--- config.mk ---
export PLATFORM = sky130hd
export DESIGN_NAME = boot_rom
export DESIGN_NICKNAME = d
export VERILOG_FILES = /design/src/hdl/fetch_pkg.sv /design/src/hdl/boot_rom.sv
export SDC_FILE = /design/constraint.sdc
export NUM_CORES = 1
export LEC_CHECK = 0
export ABC_AREA = 1
export BUFFER_PORTS_ARGS = -buffer_cell sky130_fd_sc_hd__clkbuf_2
export CORE_MARGIN = 5
export CORE_UTILIZATION = 31
export DETAILED_ROUTE_END_ITERATION = 12
export PLACE_DENSITY = 0.78
export SLEW_MARGIN = 20
export SYNTH_ARGS = -nofsm -noshare
export SYNTH_HDL_FRONTEND = slang
export SYNTH_SLANG_ARGS = --single-unit
--- constraint.sdc ---
create_clock -name clk_i -period 1.25 [get_ports clk_i]
set_clock_uncertainty 0.1 [all_clocks]
set_input_delay 0.25 -clock clk_i [delete_from_list [all_inputs] [get_ports clk_i]]
set_output_delay 0.25 -clock clk_i [all_outputs]
set_load 0.03 [all_outputs]
--- src/hdl/fetch_pkg.sv ---
// ---------------------------------------------------------------------
// Fetch package
// Address and word widths, boot ROM layout and the fetch address views
// ---------------------------------------------------------------------
`default_nettype none

package fetch_pkg;

    localparam int unsigned ADDR_SIZE        = 40;   // Virtual address
    localparam int unsigned INSTR_SIZE       = 32;
    localparam int unsigned VPN_SIZE         = 28;
    localparam int unsigned IDX_SIZE         = 12;   // Page offset
    localparam int unsigned BROM_OFFSET_SIZE = 19;
    localparam int unsigned BROM_SIZE        = 4096; // Bytes
    localparam int unsigned BROM_ADDR_SIZE   = 24;

    // ROM word = byte address ^ pattern
    localparam logic [INSTR_SIZE-1:0] BROM_PATTERN = 32'hB007_0013;

    localparam logic [ADDR_SIZE-1:0] RESET_PC = '0;

    // One fetch address, two decodings
    typedef union packed {
        struct packed {
            logic [VPN_SIZE-1:0] vpn;
            logic [IDX_SIZE-1:0] idx;
        } cache;
        struct packed {
            logic [ADDR_SIZE-BROM_OFFSET_SIZE-1:0] unused;
            logic [BROM_OFFSET_SIZE-1:0]           offset;
        } rom;
    } fetch_vaddr_u;

endpackage

`default_nettype wire

--- src/hdl/boot_rom.sv ---
// ---------------------------------------------------------------------
// Boot ROM
// Word read one cycle after the request, then busy for one cycle
// ---------------------------------------------------------------------
`timescale 1ns/1ps
`default_nettype none

module boot_rom (
    input  logic                                    clk_i,
    input  logic                                    rstn_i,
    input  logic                                    req_valid_i,
    input  logic [fetch_pkg::BROM_ADDR_SIZE-1:0]    req_address_i,
    output logic                                    ready_o,
    output logic                                    resp_valid_o,
    output logic [fetch_pkg::INSTR_SIZE-1:0]        resp_data_o
);

    logic                             busy_q;
    logic [fetch_pkg::INSTR_SIZE-1:0] word_addr;   // Word-aligned byte address

    assign ready_o = ~busy_q;

    always_comb begin
        word_addr = '0;
        word_addr[$clog2(fetch_pkg::BROM_SIZE)-1:2] =
            req_address_i[$clog2(fetch_pkg::BROM_SIZE)-1:2];
    end

    always_ff @(posedge clk_i, negedge rstn_i) begin
        if (!rstn_i) begin
            busy_q       <= 1'b0;
            resp_valid_o <= 1'b0;
        end else begin
            busy_q       <= req_valid_i & ready_o;  // Gap during the response
            resp_valid_o <= req_valid_i & ready_o;
        end
    end

    always_ff @(posedge clk_i) begin
        if (req_valid_i && ready_o) begin
            resp_data_o <= word_addr ^ fetch_pkg::BROM_PATTERN;
        end
    end

    a_no_req_busy: assert property (@(posedge clk_i) disable iff (!rstn_i)
        req_valid_i |-> ready_o);

endmodule

`default_nettype wire

==> After elaboration in Yosys (flattened, before gate mapping) <==
Cells that the tools add are included.
Widths: inputs -> output; s select.
{ "op_classes": {"bitwise_logic": 3, "reduce_logical": 1} }
{ "ops": {"columns": ["operator", "n"], "rows": [
  ["$not 3->9", 1],
  ["$and 1x1->1", 1],
  ["$logic_and 1x1->1", 1],
  ["$not 1->1", 1]
]} }
{ "totals": {"register_bits": 19, "in_bits": 27, "output_inout_bits": 34} }

==> Depth between registers and ports, before layout <==
{ "depth": {"ltp_word": 2, "ltp_mapped": 2, "depth_no_buf": 2} }

==> Worst setup path after synthesis <==
No wires, ideal clock.
{ "synth_path": {"path_kind": "flip-flop to flip-flop", "startpoint": "register busy_q", "endpoint": "register resp_data_o[10] (netlist name), enable pin", "arrival_ns": 0.870, "stages_incl_launch_ff": 2, "setup_slack_ns": -0.075, "n_path_buf": 0, "synth_period_minus_slack_ns": 1.325, "cell_sequence": "dfrtp_1 nor2_2"} }
{ "synth_via": {"elab_chain_len": 2} }
{ "synth_lines": {"columns": ["element", "line", "rtl"], "rows": [
  ["start, declared", "boot_rom.sv:18", "logic busy_q;"],
  ["start signal, assigned", "boot_rom.sv:34", "busy_q <= req_valid_i & ready_o;"],
  ["$not 1->1", "boot_rom.sv:21", "assign ready_o = ~busy_q;"],
  ["$logic_and 1x1->1", "boot_rom.sv:40", "if (req_valid_i && ready_o) begin"],
  ["end signal, assigned", "boot_rom.sv:41", "resp_data_o <= word_addr ^ fetch_pkg::BROM_PATTERN;"],
  ["end, declared", "boot_rom.sv:15", "output logic [fetch_pkg::INSTR_SIZE-1:0] resp_data_o"]
]} }
Every way passes these cells.
A chain may end at the register's enable or synchronous reset.

==> Worst setup path in the final report <==
{ "layout_path": {"startpoint": "register busy_q", "endpoint": "output port ready_o"} }
{ "layout_via": {"elab_chain_len": 1} }
{ "layout_lines": {"columns": ["element", "line", "rtl"], "rows": [
  ["$not 1->1", "boot_rom.sv:21", null],
  ["end, declared", "boot_rom.sv:13", "output logic ready_o,"]
]} }
Every way passes these cells.

==> flow_summary.json <==
{
  "ir_drop_v": 0.000390,
  "global_route.usage.total_pct": 5.99,
  "grt-ovfl-total": 0,
  "grt_pass1_wl_um": 1080,
  "grt_max_degree": 12,
  "ant_nets": 0,
  "path_delay_family": "flip-flops",
  "holdPathStages": 1,
  "yosys.area_share.simple_pct": 1.21,
  "yosysSeqAreaShare_pct": 63.1,
  "final_layout_size_suffix_gt1_share_pct": 44.9,
  "report.final.slew_viol_count": 0,
  "cts-root-buf": "clkbuf_4",
  "synthMuxAreaShare_pct": 0,
  "core_area_mm2": 0.00154,
  "antenna_cells": 0,
  "cp_num_buf_inv": 2,
  "finalHoldViolCount": 0,
  "startpoint_type": "flop",
  "drt-total-wl_um": 849,
  "worst_setup_path_end_kind": "output pin",
  "wl_per_cell_um": 9.99,
  "ys_warn_count": 0,
  "dpl-instance-area_um2": 571,
  "clkLatencyLatePin_ps": 260,
  "synth-seq-cells": 11,
  "final_cells": 85,
  "layout_setup_ws_ps": 43.4,
  "cts-buffers-inserted": 3,
  "rows": 14,
  "postSynthAreaPerCell_um2": 13.2,
  "cp_max_fo": 3,
  "cts_tree": "built",
  "syn_inst": 39,
  "min_period_over_period_pct": 96.5,
  "arrival_ps": 860,
  "port_buffers": 24,
  "drc": 0,
  "clk_path_buf_depth": 2,
  "synth_xor_xnor_area_share_pct": 0,
  "die_w_um": 50.8,
  "synth_area_um2": 515,
  "max_stage_delay_ps": 390,
  "dpl.hpwl_um": 686,
  "outcome": "finished, final reports clean",
  "synth_compound_area_share_pct": 0,
  "leakage_nw": 0.327,
  "gp_congestion": 0.555,
  "final_util_pct": 40.9,
  "clkTransAtPathRegs_ps": 60,
  "p_per_area_mw_per_mm2": 1360,
  "path_cells": "inv_1 -> buf_4",
  "setup_tns_ps": 0,
  "hold_class": "input port to flop",
  "antenna_found_initial": 0,
  "rsz0062_at_grt": "no",
  "fmax_mhz": 829,
  "cp.required_ps": 900,
  "drv_cap": 0,
  "slowest_stage": "dfrtp_1",
  "setup_viol": 0,
  "cp_num_cells": 2,
  "first_pass_iters": 4,
  "synth_fa_ha_area_share_pct": 0,
  "start_util_pct": 33.4,
  "first_global_vias": 257,
  "synth_top_family_by_area": "buffers and inverters",
  "crit_type": "flop to output pin",
  "post-place-cells": 77,
  "fin_nets": 97,
  "die_h_um": 50.8,
  "synthToLayoutAreaGrowth_pct": 22.3,
  "synth.distinct_cells": 6,
  "r2r_cells": 2,
  "place_ws_ps": 131,
  "design_area_um2": 631,
  "finalCriticalPeriod_ps": 1210,
  "die_area_mm2": 0.00258,
  "drt_iter0_drc": 4,
  "via_per_inst": 3.66,
  "htree_num_levels": 1,
  "pin_count": 61,
  "clkSinkCount": 11,
  "vias": 311
}
registers in the layout (all words and copies together), names as in the netlist:
name	cells
resp_data_o	10
busy_q	1
cells in the mapped netlist (all sizes together):
cell / instances / area [µm²]
dfrtp: 1 / 25.0
edfxtp: 10 / 300
conb: 2 / 7.51
inv: 3 / 11.3
nor2: 1 / 6.26
buf: 22 / 165
timing repair:
item,CTS,global route
setup endpoints to repair,2,11
hold buffers,1,0
hold endpoints to repair,1,0
buffers inserted,1,1
pin swaps,0,1
gates resized for setup,1,1
gates cloned,0,1
path summary, 6_finish.rpt:
kind	startpoint	end	slack [ps]
worst max-delay path	busy_q	ready_o	40
worst min-delay path	req_address_i[10]	resp_data_o[10]	60
worst max register to register	busy_q	resp_data_o[7]	90
worst min register to register	busy_q	resp_data_o[10]	620
max in group asynchronous	rstn_i	busy_q	770
min in group asynchronous	rstn_i	busy_q	190
cell usage in the layout (no fill, tap or decap):
| cell | count |
|---|---|
| nor2_4 | 1 |
| conb_1 | 22 |
| dlygate4sd3_1 | 1 |
| nor2_2 | 1 |
| buf_4 | 3 |
| clkbuf_2 | 23 |
| edfxtp_1 | 10 |
| clkbuf_4 | 3 |
| dfrtp_1 | 1 |
| clkbuf_1 | 1 |
| inv_1 | 3 |
per-stage QoR:
step	hold slack, ps	total power (W)
after floorplan	-146	0.000636
after global placement	-74.1	0.000620
after detailed placement	-73.9	0.000622
after CTS	53.0	0.000857
after global routing	46.1	0.000897
final	59.3	0.000858
area by class of cell:
cell class              count  area (µm²)
clock buffers               4        26.3
fillers                   141         911
inverters                   3        11.3
multi-input cells          24         100
flip-flops and latches     11         325
well taps                  16        20.0
repair buffers             27         148
layer usage:
metal	up-vias	track usage (%)	part of all wire (%)
li1	139	-	-
met1	138	4.75	31
met4	0	7.66	0
met3	0	2.96	21
met5	-	0	0
met2	34	9.30	47
kinds of logic after synthesis:
logic type,Yosys count
simple gates,1
flops,11
other cells,2
buf+inv,25
worst reg2reg max path, cell delays in order, from the launching register on:
cell     delay, ps
dfrtp_1        390
buf_4          150
nor2_2         200
where the power goes:
| group | switching (W) | leakage [nW] | internal [W] |
|---|---|---|---|
| Clock | 0.000106 | 0.0150 | 0.000123 |
| Sequential | 0.00000537 | 0.108 | 0.000426 |
| Combinational | 0.000160 | 0.205 | 0.0000386 |
| Total | 0.000271 | 0.327 | 0.000588 |
(Power assumes the default switching activity.)
