**config.mk**
```make
export PLATFORM = sky130hd
export DESIGN_NAME = pc_gen
export DESIGN_NICKNAME = d
export VERILOG_FILES = /design/src/hdl/fetch_pkg.sv /design/src/hdl/pc_gen.sv
export SDC_FILE = /design/constraint.sdc
export NUM_CORES = 1
export LEC_CHECK = 0
export ABC_AREA = 0
export BUFFER_PORTS_ARGS = -buffer_cell sky130_fd_sc_hd__buf_2
export CAP_MARGIN = 10
export CORE_MARGIN = 5
export CORE_UTILIZATION = 39
export DETAILED_ROUTE_END_ITERATION = 7
export GPL_TIMING_DRIVEN = 0
export PLACE_DENSITY_LB_ADDON = 0.08
export SLEW_MARGIN = 20
export SYNTH_ARGS = -nofsm -noshare
export SYNTH_HDL_FRONTEND = slang
export SYNTH_SLANG_ARGS = --single-unit
```
**constraint.sdc**
```tcl
create_clock -name clk_i -period 2.2 [get_ports clk_i]
set_input_delay 0.22 -clock clk_i [delete_from_list [all_inputs] [get_ports clk_i]]
set_output_delay 0.22 -clock clk_i [all_outputs]
set_load 0.05 [all_outputs]
```
**src/hdl/fetch_pkg.sv**
```systemverilog
// ---------------------------------------------------------------------
// Fetch package
// Address and word widths, boot ROM layout and the fetch address views
// ---------------------------------------------------------------------
`default_nettype none

package fetch_pkg;

    localparam int unsigned ADDR_SIZE        = 40;   // Virtual address
    localparam int unsigned INSTR_SIZE       = 32;
    localparam int unsigned VPN_SIZE         = 28;
    localparam int unsigned IDX_SIZE         = 12;   // Page offset
    localparam int unsigned BROM_OFFSET_SIZE = 19;
    localparam int unsigned BROM_SIZE        = 4096; // Bytes
    localparam int unsigned BROM_ADDR_SIZE   = 24;

    // ROM word = byte address ^ pattern
    localparam logic [INSTR_SIZE-1:0] BROM_PATTERN = 32'hB007_0013;

    localparam logic [ADDR_SIZE-1:0] RESET_PC = '0;

    // One fetch address, two decodings
    typedef union packed {
        struct packed {
            logic [VPN_SIZE-1:0] vpn;
            logic [IDX_SIZE-1:0] idx;
        } cache;
        struct packed {
            logic [ADDR_SIZE-BROM_OFFSET_SIZE-1:0] unused;
            logic [BROM_OFFSET_SIZE-1:0]           offset;
        } rom;
    } fetch_vaddr_u;

endpackage

`default_nettype wire

```
**src/hdl/pc_gen.sv**
```systemverilog
// ---------------------------------------------------------------------
// Program counter sequencer
// One fetch in flight, with redirect, stall and held invalidate
// ---------------------------------------------------------------------
`timescale 1ns/1ps
`default_nettype none

module pc_gen (
    input  logic                                clk_i,
    input  logic                                rstn_i,
    input  logic                                stall_i,
    input  logic                                redirect_valid_i,
    input  logic [fetch_pkg::ADDR_SIZE-1:0]     redirect_pc_i,
    input  logic                                invalidate_i,
    input  logic                                req_ready_i,
    input  logic                                resp_valid_i,
    input  logic [fetch_pkg::INSTR_SIZE-1:0]    resp_data_i,
    input  logic                                resp_fault_i,
    output logic                                req_valid_o,
    output fetch_pkg::fetch_vaddr_u             req_vaddr_o,
    output logic                                req_kill_o,
    output logic                                req_inval_buffer_o,
    output logic                                req_inval_cache_o,
    output logic                                instr_valid_o,
    output logic [fetch_pkg::ADDR_SIZE-1:0]     instr_pc_o,
    output logic [fetch_pkg::INSTR_SIZE-1:0]    instr_o,
    output logic                                instr_fault_o
);

    logic                            waiting_q;     // Fetch outstanding
    logic                            inval_pend_q;  // Invalidate held for idle
    logic [fetch_pkg::ADDR_SIZE-1:0] pc_q;

    // No new fetch while an invalidate waits or a redirect lands
    assign req_valid_o        = ~waiting_q & ~stall_i & ~inval_pend_q & ~redirect_valid_i;
    assign req_vaddr_o        = pc_q;
    assign req_kill_o         = redirect_valid_i;   // Abandons a refill
    assign req_inval_buffer_o = redirect_valid_i;
    assign req_inval_cache_o  = inval_pend_q & ~waiting_q;

    // A response that meets a redirect is dropped
    assign instr_valid_o = waiting_q & resp_valid_i & ~redirect_valid_i;
    assign instr_pc_o    = pc_q;
    assign instr_o       = resp_data_i;
    assign instr_fault_o = resp_fault_i;

    always_ff @(posedge clk_i, negedge rstn_i) begin
        if (!rstn_i) begin
            waiting_q    <= 1'b0;
            inval_pend_q <= 1'b0;
            pc_q         <= fetch_pkg::RESET_PC;
        end else begin
            if (redirect_valid_i) begin
                pc_q      <= redirect_pc_i;
                waiting_q <= 1'b0;
            end else if (waiting_q) begin
                if (resp_valid_i) begin
                    pc_q      <= pc_q + fetch_pkg::ADDR_SIZE'(4);  // Faulted fetch advances too
                    waiting_q <= 1'b0;
                end
            end else if (req_valid_o && req_ready_i) begin
                waiting_q <= 1'b1;
            end
            if (invalidate_i) begin
                inval_pend_q <= 1'b1;
            end else if (req_inval_cache_o) begin
                inval_pend_q <= 1'b0;   // Pulse sent
            end
        end
    end

endmodule

`default_nettype wire

```
# ---- Word-level counts from Yosys, hierarchy flattened
# Index checks and enable logic that the tools add are counted.
dict set report word_totals {
  reg_bits 42
  latchBits 0
  mem_bits_rw 0
  romBits 0
  out_inout_bits 118
  wordCells 28
  n_memories 0
}
dict set report op_classes {
  add_sub_neg 1
  multipliers 0
  n_div 0
  order_cmp 0
  eq_ne 0
  shifts 0
  mux 9
  n_bitwise 10
  n_reduce_logical 5
}
# cell n
set ops {}
lappend ops {{$mux 40} 3}
lappend ops {{$add 40x3->40 const B} 1}
lappend ops {{$and 1x1->1} 6}
lappend ops {{$mux 1} 6}
lappend ops {{$reduce_bool 2->1} 3}
lappend ops {{$not 1->1} 4}
lappend ops {{$reduce_and 2->1} 1}
lappend ops {{$logic_and 1x1->1} 1}

# ---- Depth between registers and ports, before layout
dict set report logic_depth {
  ltp_word 8
  depth_mapped 7
  mapped_depth_nobuf 5
}

# ---- Worst setup path before layout
# No wires, ideal clock.
dict set report synth_path {
  path_kind {register to register}
  startpoint {register pc_q (netlist bit instr_pc_o[2])}
  endpoint {register pc_q (netlist bit instr_pc_o[20])}
  t_arrival_ns 2.387
  required_ns 2.118
  setup_slack_ns -0.269
  path_stages_with_launch 7
  path_buffers 1
  path_cell_list {dfrtp_1 > ha_1 > nand3_4 > or4_1 > buf_2 > or4_1 > a31oi_1}
}
dict set report synth_via {
  elab_chain_cells 4
}
# element line_no
set synth_lines {}
lappend synth_lines {{start, declared} pc_gen.sv:32} ;# logic [fetch_pkg::ADDR_SIZE-1:0] pc_q;
lappend synth_lines {{start signal, assigned} pc_gen.sv:51} ;# pc_q <= fetch_pkg::RESET_PC;
lappend synth_lines {{start signal, assigned} pc_gen.sv:54} ;# pc_q <= redirect_pc_i;
lappend synth_lines {{start signal, assigned} pc_gen.sv:58} ;# pc_q <= pc_q + fetch_pkg::ADDR_SIZE'(4);
lappend synth_lines {{$add 40x3->40} pc_gen.sv:58}
lappend synth_lines {{$mux 40} pc_gen.sv:57} ;# if (resp_valid_i) begin
lappend synth_lines {{$mux 40} pc_gen.sv:56} ;# end else if (waiting_q) begin
lappend synth_lines {{$mux 40} pc_gen.sv:53} ;# if (redirect_valid_i) begin
# Every way passes these cells. The select of a mux whose other input is x is not followed.
# A chain may end at the register's enable or synchronous reset.

# ---- Final worst setup path
dict set report layout_path {
  startpoint {register pc_q (netlist bit instr_pc_o[6])}
  endpoint {register pc_q (netlist bit instr_pc_o[20])}
}
# Same word-level chain as after synthesis.

==> results.yml <==
worst_setup_path:
  worst-setup-path-type: "flip-flop to flip-flop"
  r2r_cells: 6
  slowest_delay_ps: 560
  crit_required_ps: 2420
  cpMostUsedCell: "or4_1"
  crit_chain: "buf_6 > nand4_1 > or4_1 > buf_2 > or4_1 > a31oi_1"
  critPathBufInv: 2
  crit_fanout: 7
  start_kind: "flip-flop"
  crit_cells: 6
  cpLargestDelayFamily: "simple AND/OR/NAND/NOR gates"
  worst_ep_arrival_time_ps: 2330
  cp_slowest_cell: "or4_1"
  critPathCaptureType: "flip-flop"
worst_hold_path:
  worstHoldPathCells: 2
  hold_path_class: "primary input to flip-flop"
logic_synthesis:
  synth_edf_count: 0
  async_reset_ff_frac: 1.000
  ys_warn_count: 0
  synth_area_leaders: "dfrtp_1 (34%), buf_4 (18%), nand2_1 (4.6%)"
  syn_nets: 454
  synth_top_family_by_area: "simple AND/OR/NAND/NOR gates"
  postSynthAreaPerCell_sq_um: 8.285
  synth_compound_area_frac: 0.1534
  synth_area_sq_um: 3090
  yosys-top-cells-count: "buf_4 (75), dfrtp_1 (42), nand2_1 (38)"
  synthMuxAreaShare: 0.01053
  synth-adder-area-share: 0.004049
  yosysTopAreaCell: "dfrtp_1"
  synth_cells: 373
  synth-main-ff-cell: "dfrtp_1"
  synthDistinctLibCells: 46
  synth_simple_gate_area_frac: 0.2498
  synth-xor-area-share: 0.02834
  ys_seq_area_frac: 0.3401
  yosysMostFrequentCell: "buf_4"
  synth-seq-cells: 42
  yosysTopAreaCellShare: 0.3401
layout:
  diodes: 0
  layout.nets: 638
  regArea_sq_um: 1067
  layout-drive-gt1-share: 0.5197
  fill_cells: 751
  multi_input_area_sq_um: 1441
  area_delta_synth_final_pct: 39.76
  final_cells: 660
route:
  wire_per_inst_um: 14.84
  drt-initial-drc-count: 167
  via_count: 3329
  via_per_inst: 5.044
  remaining_drc_errors: 0
  antenna_left: 0
  wl_mm: 9.794
  first_pass_iters: 4
global_routing:
  antenna_found_initial: 0
  use_met3: 0.04176
  grt_pass1_vias: 3368
  grt.met1_usage: 0.2526
  grt_max_degree: 43
  grt.busiest_layer: "met2"
  grtUsageMet2: 0.3213
  grt_usage: 0.1913
  grt-ovfl-total: 0
  grt_pass1_wl_mm: 15.63
clock_network:
  cts_tree: "done"
  numCtsBuffers: 5
  clk_path_buf_depth: 2
  htree_levels: 2
  clk_pin_slew_ps: 90
  clk_latency_ps: 300
  clock-sinks: 42
  clk_root_buffer_cell: "clkbuf_8"
floorplan:
  core_sq_um: 7727
  rows: 32
  dieWidth_um: 99.02
  ioPinCount: 198
  dieArea_sq_um: 9805
  die_height_um: 99.02
  start_util: 0.3999
timing:
  fin_ws_ps: 97.13
  max_slew.worst_pin.slew_ps: 666.5
  finalHoldViolations: 0
  relSlewSlack: 0.5523
  slew_viol_final: 0
  finClkSkew_ps: 9.000
  finalSetupViolCount: 0
  min_period_ps: 2103
  fmax_mhz: 475.5
  finalCritPeriodShare: 0.9558
pwr:
  internal_power_uw: 1459
  p_switching_uw: 1290
  switching_share: 0.4693
  clockPowerShare: 0.179
  sequentialPowerShare: 0.354
  p_comb_frac: 0.467
  p_leak_uw: 0.002044
  pwr_density_cell_nw_per_um2: 636.3
  ir_drop_v: 0.0002749
outcome:
  status: "completed"
placed_design:
  pre_cts_ws_ps: -119.4
  hpwl_mm: 7.346
  dp.cells: 638
  place.gp.congestion: 0.8356
  port_buffers: 163
job:
  cap_violations: 0
==> per-stage QoR <==
step                hold WS, ps  cell area, sq um  setup TNS (ps)  total power (uW)    util
finish                    105.9              4319               0              2748  0.5589
global route              100.9              4319          -71.53              2889  0.5589
CTS                       93.33              4215               0              2756  0.5455
detailed placement        403.9              4080          -375.6              2250  0.5280
global placement          405.0              4074          -467.0              2236  0.5272
floorplan                -75.59              3131          -19.57              1943       -
==> sequential cells by signal, indices dropped and copies added (netlist names) <==
name / count
instr_pc_o: 40
waiting_q: 1
inval_pend_q: 1
==> per-layer routing <==
metal  share of wire  wire length (um)
met5               0                 0
met4          0.0055                54
met3           0.073               713
met2            0.48              4705
met1            0.44              4321
==> worst paths after layout <==
path / from / slack (ps) / endpoint
min reg2reg: instr_pc_o[0] / 530 / instr_pc_o[0]
max reg2reg: instr_pc_o[6] / 100 / instr_pc_o[20]
min in group asynchronous: rstn_i / 460 / instr_pc_o[17]
max in group asynchronous: rstn_i / 1330 / instr_pc_o[2]
max: instr_pc_o[6] / 100 / instr_pc_o[20]
min: invalidate_i / 110 / inval_pend_q
==> area by class of cell <==
class,count,share of cell area
Sequential cell,42,0.2471
Tap cell,102,0.02955
Multi-Input combinational cell,231,0.3337
Timing Repair Buffer,177,0.2144
Clock buffer,8,0.01854
Buffer,92,0.1498
Inverter,8,0.006952
==> kinds of logic (layout without fill, tap and decap cells) <==
| family | count (synthesis) | count (layout) |
|---|---|---|
| AOI/OAI and AO/OA | 71 | 71 |
| buffers and inverters | 100 | 285 |
| DFF | 42 | 42 |
| xor gates and xnor gates | 10 | 10 |
| adders and majority gates | 1 | 1 |
| muxes | 3 | 3 |
| and+or+nand+nor | 146 | 146 |
==> what timing repair did <==
item | CTS | global route
setup endpoints to repair | 11 | 18
gates resized for setup | 5 | 13
hold buffers | 0 | 1
pin swaps | 2 | 2
endpoints found under the hold margin | 0 | 42
setup buffers | 5 | 8
==> cells in the final DEF, fill, tap and decap left out, types with 7 or more instances in the layout <==
| cell | netlist | final |
|---|---|---|
| buf_2 | 3 | 164 |
| o21ai_0 | 21 | 21 |
| dfrtp_2 | 0 | 13 |
| clkbuf_1 | 13 | 13 |
| o211ai_1 | 9 | 9 |
| nor3_1 | 8 | 7 |
| nor2_1 | 22 | 22 |
| or3_1 | 8 | 8 |
| or4_1 | 10 | 10 |
| inv_1 | 7 | 7 |
| nand4_1 | 16 | 16 |
| nand3_1 | 17 | 17 |
| dfrtp_1 | 42 | 29 |
| a31oi_1 | 14 | 14 |
| buf_4 | 75 | 90 |
| nand2_1 | 38 | 38 |
| xnor2_1 | 7 | 7 |
==> power groups by stage <==
stage	Clock [uW]	Sequential, uW	Combinational [uW]
floorplan	0	1210	734
global placement	0	983	1250
detailed placement	0	987	1260
CTS	512	972	1270
global route	540	989	1360
finish	493	972	1280
Note: power is estimated with default switching activity, not from simulation.
