===== config.mk =====
export PLATFORM = sky130hd
export DESIGN_NAME = icache_interface
export DESIGN_NICKNAME = d
export VERILOG_FILES = /design/src/hdl/fetch_pkg.sv /design/src/hdl/icache_pkg.sv /design/src/hdl/icache_interface.sv
export SDC_FILE = /design/constraint.sdc
export NUM_CORES = 1
export LEC_CHECK = 0
export BUFFER_PORTS_ARGS = -buffer_cell sky130_fd_sc_hd__buf_2
export CAP_MARGIN = 20
export CORE_AREA = 2 2 122 124
export DETAILED_ROUTE_END_ITERATION = 16
export DIE_AREA = 0 0 124 126
export PLACE_DENSITY = 0.45
export RECOVER_POWER = 25
export SYNTH_ARGS = -nofsm -noshare
export SYNTH_HDL_FRONTEND = slang
export SYNTH_SLANG_ARGS = --single-unit
export TNS_END_PERCENT = 1

===== constraint.sdc =====
create_clock -name clk_i -period 2.95 [get_ports clk_i]
set_input_delay 0.295 -clock clk_i [delete_from_list [all_inputs] [get_ports clk_i]]
set_output_delay 0.295 -clock clk_i [all_outputs]
set_load 0.03 [all_outputs]

===== src/hdl/fetch_pkg.sv =====
// ---------------------------------------------------------------------
// Fetch package
// Address and word widths, boot ROM layout and the fetch address views
// ---------------------------------------------------------------------
`default_nettype none

package fetch_pkg;

    localparam int unsigned ADDR_SIZE        = 40;   // Virtual address
    localparam int unsigned INSTR_SIZE       = 32;
    localparam int unsigned VPN_SIZE         = 28;
    localparam int unsigned IDX_SIZE         = 12;   // Page offset
    localparam int unsigned BROM_OFFSET_SIZE = 19;
    localparam int unsigned BROM_SIZE        = 4096; // Bytes
    localparam int unsigned BROM_ADDR_SIZE   = 24;

    // ROM word = byte address ^ pattern
    localparam logic [INSTR_SIZE-1:0] BROM_PATTERN = 32'hB007_0013;

    localparam logic [ADDR_SIZE-1:0] RESET_PC = '0;

    // One fetch address, two decodings
    typedef union packed {
        struct packed {
            logic [VPN_SIZE-1:0] vpn;
            logic [IDX_SIZE-1:0] idx;
        } cache;
        struct packed {
            logic [ADDR_SIZE-BROM_OFFSET_SIZE-1:0] unused;
            logic [BROM_OFFSET_SIZE-1:0]           offset;
        } rom;
    } fetch_vaddr_u;

endpackage

`default_nettype wire


===== src/hdl/icache_pkg.sv =====
// ---------------------------------------------------------------------
// Instruction cache package
// Geometry, refill latency and translation limit of the cache
// ---------------------------------------------------------------------
`default_nettype none

package icache_pkg;

    localparam int unsigned LINE_BITS     = 128;  // Four words
    localparam int unsigned NUM_LINES     = 64;
    localparam int unsigned REFILL_CYCLES = 6;
    localparam int unsigned OFFSET_BITS   = $clog2(LINE_BITS / 8);
    localparam int unsigned INDEX_BITS    = $clog2(NUM_LINES);
    localparam int unsigned CNT_BITS      = $clog2(REFILL_CYCLES);

    localparam logic [CNT_BITS-1:0] REFILL_LOAD = CNT_BITS'(REFILL_CYCLES - 1);

    // Highest legal VPN with translation on
    localparam logic [27:0] VPN_LIMIT = 28'h0000F;

    // Memory image word = byte address ^ pattern
    localparam logic [31:0] INSTR_PATTERN = 32'h5EED_C0DE;

endpackage

`default_nettype wire


===== src/hdl/icache_interface.sv =====
// ---------------------------------------------------------------------
// Instruction cache interface
// Routes each fetch to the boot ROM or the cache and picks the word
// ---------------------------------------------------------------------
`timescale 1ns/1ps
`default_nettype none

module icache_interface (
    input  logic                                    clk_i,
    input  logic                                    rstn_i,
    input  logic                                    req_valid_i,
    input  fetch_pkg::fetch_vaddr_u                 req_vaddr_i,
    input  logic                                    req_kill_i,
    input  logic                                    req_inval_buffer_i,
    input  logic                                    req_inval_cache_i,
    input  logic [icache_pkg::LINE_BITS-1:0]        icache_resp_line_i,
    input  logic                                    icache_resp_valid_i,
    input  logic                                    icache_req_ready_i,
    input  logic                                    tlb_xcpt_i,
    input  logic                                    en_translation_i,
    input  logic                                    csr_spi_config_i,
    input  logic                                    brom_ready_i,
    input  logic                                    brom_resp_valid_i,
    input  logic [fetch_pkg::INSTR_SIZE-1:0]        brom_resp_data_i,
    output logic                                    icache_invalidate_o,
    output logic [fetch_pkg::IDX_SIZE-1:0]          icache_req_idx_o,
    output logic [fetch_pkg::VPN_SIZE-1:0]          icache_req_vpn_o,
    output logic                                    icache_req_kill_o,
    output logic                                    icache_req_valid_o,
    output logic [fetch_pkg::BROM_ADDR_SIZE-1:0]    brom_req_address_o,
    output logic                                    brom_req_valid_o,
    output logic                                    resp_valid_o,
    output logic [fetch_pkg::INSTR_SIZE-1:0]        resp_data_o,
    output logic                                    resp_fault_o,
    output logic                                    req_ready_o
);

    logic                            is_brom_access;
    logic                            is_brom_old_q;  // Source of the pending response
    logic                            do_request;
    logic                            outstanding_q;  // Only watched by the check below
    logic [fetch_pkg::ADDR_SIZE-1:0] old_pc_q;

    // Boot window only with translation off and SPI boot clear
    assign is_brom_access = ~en_translation_i & ~csr_spi_config_i &
        (fetch_pkg::ADDR_SIZE'(req_vaddr_i) < fetch_pkg::ADDR_SIZE'(fetch_pkg::BROM_SIZE));

    assign icache_req_valid_o = req_valid_i & ~req_inval_buffer_i & ~is_brom_access &
                                icache_req_ready_i;
    assign brom_req_valid_o   = req_valid_i & ~req_inval_buffer_i & is_brom_access &
                                brom_ready_i;
    assign do_request         = icache_req_valid_o | brom_req_valid_o;

    assign icache_req_vpn_o    = req_vaddr_i.cache.vpn;
    assign icache_req_idx_o    = req_vaddr_i.cache.idx;
    assign brom_req_address_o  = fetch_pkg::BROM_ADDR_SIZE'(req_vaddr_i.rom.offset);
    assign icache_req_kill_o   = req_kill_i;
    assign icache_invalidate_o = req_inval_cache_i;
    assign req_ready_o         = is_brom_access ? brom_ready_i : icache_req_ready_i;

    always_ff @(posedge clk_i, negedge rstn_i) begin
        if (!rstn_i) begin
            old_pc_q      <= '0;
            is_brom_old_q <= 1'b0;
        end else if (do_request) begin
            old_pc_q      <= req_vaddr_i;
            is_brom_old_q <= is_brom_access;
        end
    end

    // Word out of the line by PC bits 3:2, zero on a fault
    always_comb begin
        if (is_brom_old_q) begin
            resp_data_o = brom_resp_data_i;
        end else if (tlb_xcpt_i) begin
            resp_data_o = '0;
        end else begin
            resp_data_o = icache_resp_line_i[old_pc_q[3:2] * fetch_pkg::INSTR_SIZE +:
                                             fetch_pkg::INSTR_SIZE];
        end
    end

    assign resp_valid_o = is_brom_old_q ? brom_resp_valid_i
                                        : (icache_resp_valid_i | tlb_xcpt_i);
    assign resp_fault_o = ~is_brom_old_q & tlb_xcpt_i;

    always_ff @(posedge clk_i, negedge rstn_i) begin
        if (!rstn_i) begin
            outstanding_q <= 1'b0;
        end else if (do_request) begin
            outstanding_q <= 1'b1;
        end else if (resp_valid_o || req_kill_i) begin
            outstanding_q <= 1'b0;  // Answered or abandoned
        end
    end

    a_one_target: assert property (@(posedge clk_i) disable iff (!rstn_i)
        !(brom_req_valid_o && icache_req_valid_o));

    a_resp_after_req: assert property (@(posedge clk_i) disable iff (!rstn_i)
        resp_valid_o |-> outstanding_q);

endmodule

`default_nettype wire


=== Yosys cells after proc, flatten, opt, wreduce, memory -nomap -nowiden ===
Index checks and enable logic that the tools add are counted.

* Input port bits: 213
* Word-level logic and storage cells: 23
* Bits in registers: 5

* $lt $le $gt $ge: 1
* Shift-type cells: 1
* Bitwise gates (word level): 15
* Multiplexer cells: 4

{| class="wikitable"
|+ Operators by type and width
! kind !! number
|-
| $shiftx 128x8->32 || 1
|-
| $mux 32 || 2
|-
| $lt 40x13->1 const B || 1
|-
| $and 1x1->1 || 8
|-
| $not 1->1 || 5
|-
| $mux 1 || 2
|-
| $or 1x1->1 || 2
|}

=== Logic depth before layout (Yosys ltp) ===
* Depth after elaboration: 7
* Depth in mapped cells: 5
* Mapped depth without buffers: 4

=== Worst setup path before layout ===
Ideal clock, no wire load.

* Path type: in2out
* Start: input req_vaddr_i[19] (netlist name)
* End: output req_ready_o
* Data required time: 2.655 ns
* Stages: 4
* Path buffers: 0
* Data arrival time: 1.456 ns
* Path slack: 1.199 ns
* Cell sequence: nor4_1 > nand4_2 > nor2_2 > mux2_1

* Word-level cells in the longest chain between the ends: 3

{| class="wikitable"
|+ RTL lines
! what !! RTL line !! source
|-
| start, declared || icache_interface.sv:12 || <nowiki>input fetch_pkg::fetch_vaddr_u req_vaddr_i,</nowiki>
|-
| $lt 40x13->1 || icache_interface.sv:46 || <nowiki>(fetch_pkg::ADDR_SIZE'(req_vaddr_i) < fetch_pkg::ADDR_SIZE'(fetch_pkg::BROM_SIZE));</nowiki>
|-
| $and 1x1->1 || icache_interface.sv:45 || <nowiki>assign is_brom_access = ~en_translation_i & ~csr_spi_config_i &</nowiki>
|-
| $mux 1 || icache_interface.sv:59 || <nowiki>assign req_ready_o = is_brom_access ? brom_ready_i : icache_req_ready_i;</nowiki>
|-
| end, declared || icache_interface.sv:35 || <nowiki>output logic req_ready_o</nowiki>
|}

Every way passes these cells.

=== Final worst setup path ===
* Start: register old_pc_q[2] (netlist name)
* End: output resp_data_o[31] (netlist name)

* Word-level cells in the longest chain between the ends: 3

{| class="wikitable"
|+ RTL lines
! what !! RTL line !! source
|-
| start, declared || icache_interface.sv:42 || <nowiki>logic [fetch_pkg::ADDR_SIZE-1:0] old_pc_q;</nowiki>
|-
| start signal, assigned || icache_interface.sv:66 || <nowiki>old_pc_q <= req_vaddr_i;</nowiki>
|-
| $shiftx 128x8->32 || icache_interface.sv:78 || <nowiki>resp_data_o = icache_resp_line_i[old_pc_q[3:2] * fetch_pkg::INSTR_SIZE +:</nowiki>
|-
| $mux 32 || icache_interface.sv:75 || <nowiki>end else if (tlb_xcpt_i) begin</nowiki>
|-
| $mux 32 || icache_interface.sv:73 || <nowiki>if (is_brom_old_q) begin</nowiki>
|-
| end, declared || icache_interface.sv:33 || <nowiki>output logic [fetch_pkg::INSTR_SIZE-1:0] resp_data_o,</nowiki>
|}

Every way passes these cells.

==> out/metrics.yaml <==
area.growth.synth_to_final_pct: 58.02
p_switching_w: 0.0004417
h-tree-depth: 1
finClkSkew_ns: 0
vias: 2404
pwr-share-seq: 0.081
initial_core_util: 0.1374
final-setup-viol-count: 0
leakagePower_nw: 1.664
fmax_mhz: 440.8
syn-mean-instance-area_um2: 10.57
ys_ff_latch: 3
slew_viol_final: 0
finalNetCount: 607
coreArea_um2: 14310
drtIter0Drc: 60
wl_per_cell_um: 14.97
finalHoldViolCount: 0
cts_root_buf: "clkbuf_16"
end_kind: "primary output"
antenna_found_initial: 0
hold_slack_ns: 0.3702
synth_top_cell_by_area: "mux4_2"
gp_congestion: 0.7733
timing.final.crit_period_ns: 2.268
period_share: 0.7689
whs_path_depth: 3
cts_tree: "yes"
worst_ep_required_time_ns: 2.65
antennaDiodeCount: 0
combinationalPowerShare: 0.705
grt_max_degree: 35
rsz0062_at_grt: "false"
synth_top_area_share: 0.3206
power.internal_w: 0.0005752
swShare: 0.4343
drc: 0
final_cell_mix: "buf_2, a22o_1, mux4_2"
grt_pass1_wl_um: 12360
fin_area_um2: 3108
drive_gt1_frac: 0.8092
synth_cells: 186
io_buffers: 276
status: "finished, final reports clean"
yosysSeqAreaShare: 0.03817
die_h_um: 126
core.rowCount: 44
clockPowerShare: 0.214
place_area_um2: 3022
syn_area_um2: 1967
first_global_vias: 2544
p_per_area_nw_per_um2: 327.2
ctsResizeCount: 0
vdd_drop_max_mv: 0.2782
routed_wl_um: 8638
post-cts-setup-buffers: 0
cts-buffers-inserted: 3
setup.worst_path.class: "register to primary output"
hpwl_um: 7321
hold_class: "primary input to register"
cts_hold_buf: 1
startpoint_type: "register"
fp.dieArea_um2: 15620
cts_buffer_depth: 2
overflow: 0
worst-path-max-fanout: 30
layout_commonest_cell: "buf_2"
fp.dieW_um: 124
insertion_delay_ns: 0.22
synth_area_leaders: "mux4_2, buf_4, a22o_1"
ant_nets: 0
maxSlewHeadroom: 0.4355
r2r_cells: 3
viasPerCell: 4.166
grtUsageTotal: 0.1014
tightest_slew_ns: 0.8468
cts_sinks: 3
dr.pass1.iters: 4
total_power_w: 0.001017
arrival_ns: 1.97
setup_tns_ns: 0
synth_warnings: 0
drv_cap: 0
path_clk_slew_ns: 0.03
synth_cell_type_count: 28
num_io_pins: 316
==> per-stage QoR <==
| step | worst slack (ns) | util | cells |
|---|---|---|---|
| floorplan | 1.199 | - | 190 |
| global placement | 0.9108 | 0.2111 | 572 |
| detailed placement | 0.8550 | 0.2111 | 572 |
| CTS | 0.6165 | 0.2173 | 577 |
| global route | 0.5529 | 0.2171 | 577 |
| finish | 0.6816 | 0.2171 | 577 |
==> cell type report <==
| class | count | area, µm² |
|---|---|---|
| Tap cell | 184 | 230.2 |
| Fill cell | 1611 | 11210 |
| Sequential cell | 3 | 77.57 |
| Multi-Input combinational cell | 105 | 1294 |
| Timing Repair Buffer | 280 | 1424 |
| Clock buffer | 4 | 78.83 |
| Inverter | 1 | 3.754 |
==> cells in the mapped netlist <==
cell,instances
a211o_1,2
a21o_1,1
a22o_1,32
and3b_1,2
buf_1,1
buf_12,3
buf_2,3
buf_4,66
buf_6,1
clkbuf_1,7
conb_1,1
dfrtp_1,3
inv_1,1
mux2_1,1
mux4_1,4
mux4_2,28
nand2_1,7
nand3b_1,2
nand4_2,2
nor2_1,3
nor2_2,1
nor2b_1,1
nor3_2,1
nor4_1,4
nor4_2,3
o211ai_1,4
o21ai_0,1
o21ai_1,1
==> logic make-up (layout without fill, tap and decap cells) <==
family	Yosys count	count (layout)	share of synthesized area
buffers and inverters	82	285	0.3130
AO/OA/AOI/OAI	41	41	0.1756
multiplexers	33	33	0.3798
AND/OR/NAND/NOR	26	26	0.09161
flip-flops	3	3	0.03817
other	1	5	0.001907
==> flip-flops by register name, indices dropped and copies added, names as in the netlist <==
register and flops:
is_brom_old_q 1, old_pc_q 2
==> metal layers <==
metal,track usage,share of wire,vias up
met1,0.09526,0.32,1129
met2,0.2149,0.56,174
met5,0,0,-
li1,-,-,1094
met4,0.01388,0.0039,0
met3,0.02627,0.11,7
==> worst max-delay path: stages (launching register included) <==
cell and delay (ns):
dfrtp_2 0.44, buf_12 0.25, mux4_1 0.60, a22o_1 0.23, buf_2 0.18
==> power by group through the flow <==
| stage | clock network (W) | registers [W] | logic (W) |
|---|---|---|---|
| after detailed placement | 0 | 0.0000858 | 0.000727 |
| after global routing | 0.000227 | 0.0000882 | 0.000774 |
| after global placement | 0 | 0.0000839 | 0.000717 |
| final | 0.000218 | 0.0000826 | 0.000717 |
| after CTS | 0.000222 | 0.0000852 | 0.000729 |
| after floorplan | 0 | 0.0000474 | 0.000620 |
==> final timing paths <==
kind / startpoint / to / slack (ns)
max: old_pc_q[2] / resp_data_o[31] / 0.68
min: req_vaddr_i[2] / old_pc_q[2] / 0.37
max reg2reg: old_pc_q[3] / old_pc_q[3] / 1.46
min reg2reg: old_pc_q[2] / old_pc_q[2] / 0.68
max in group asynchronous: rstn_i / old_pc_q[3] / 2.34
min in group asynchronous: rstn_i / is_brom_old_q / 0.43
Power figures use the tool's default switching activity.
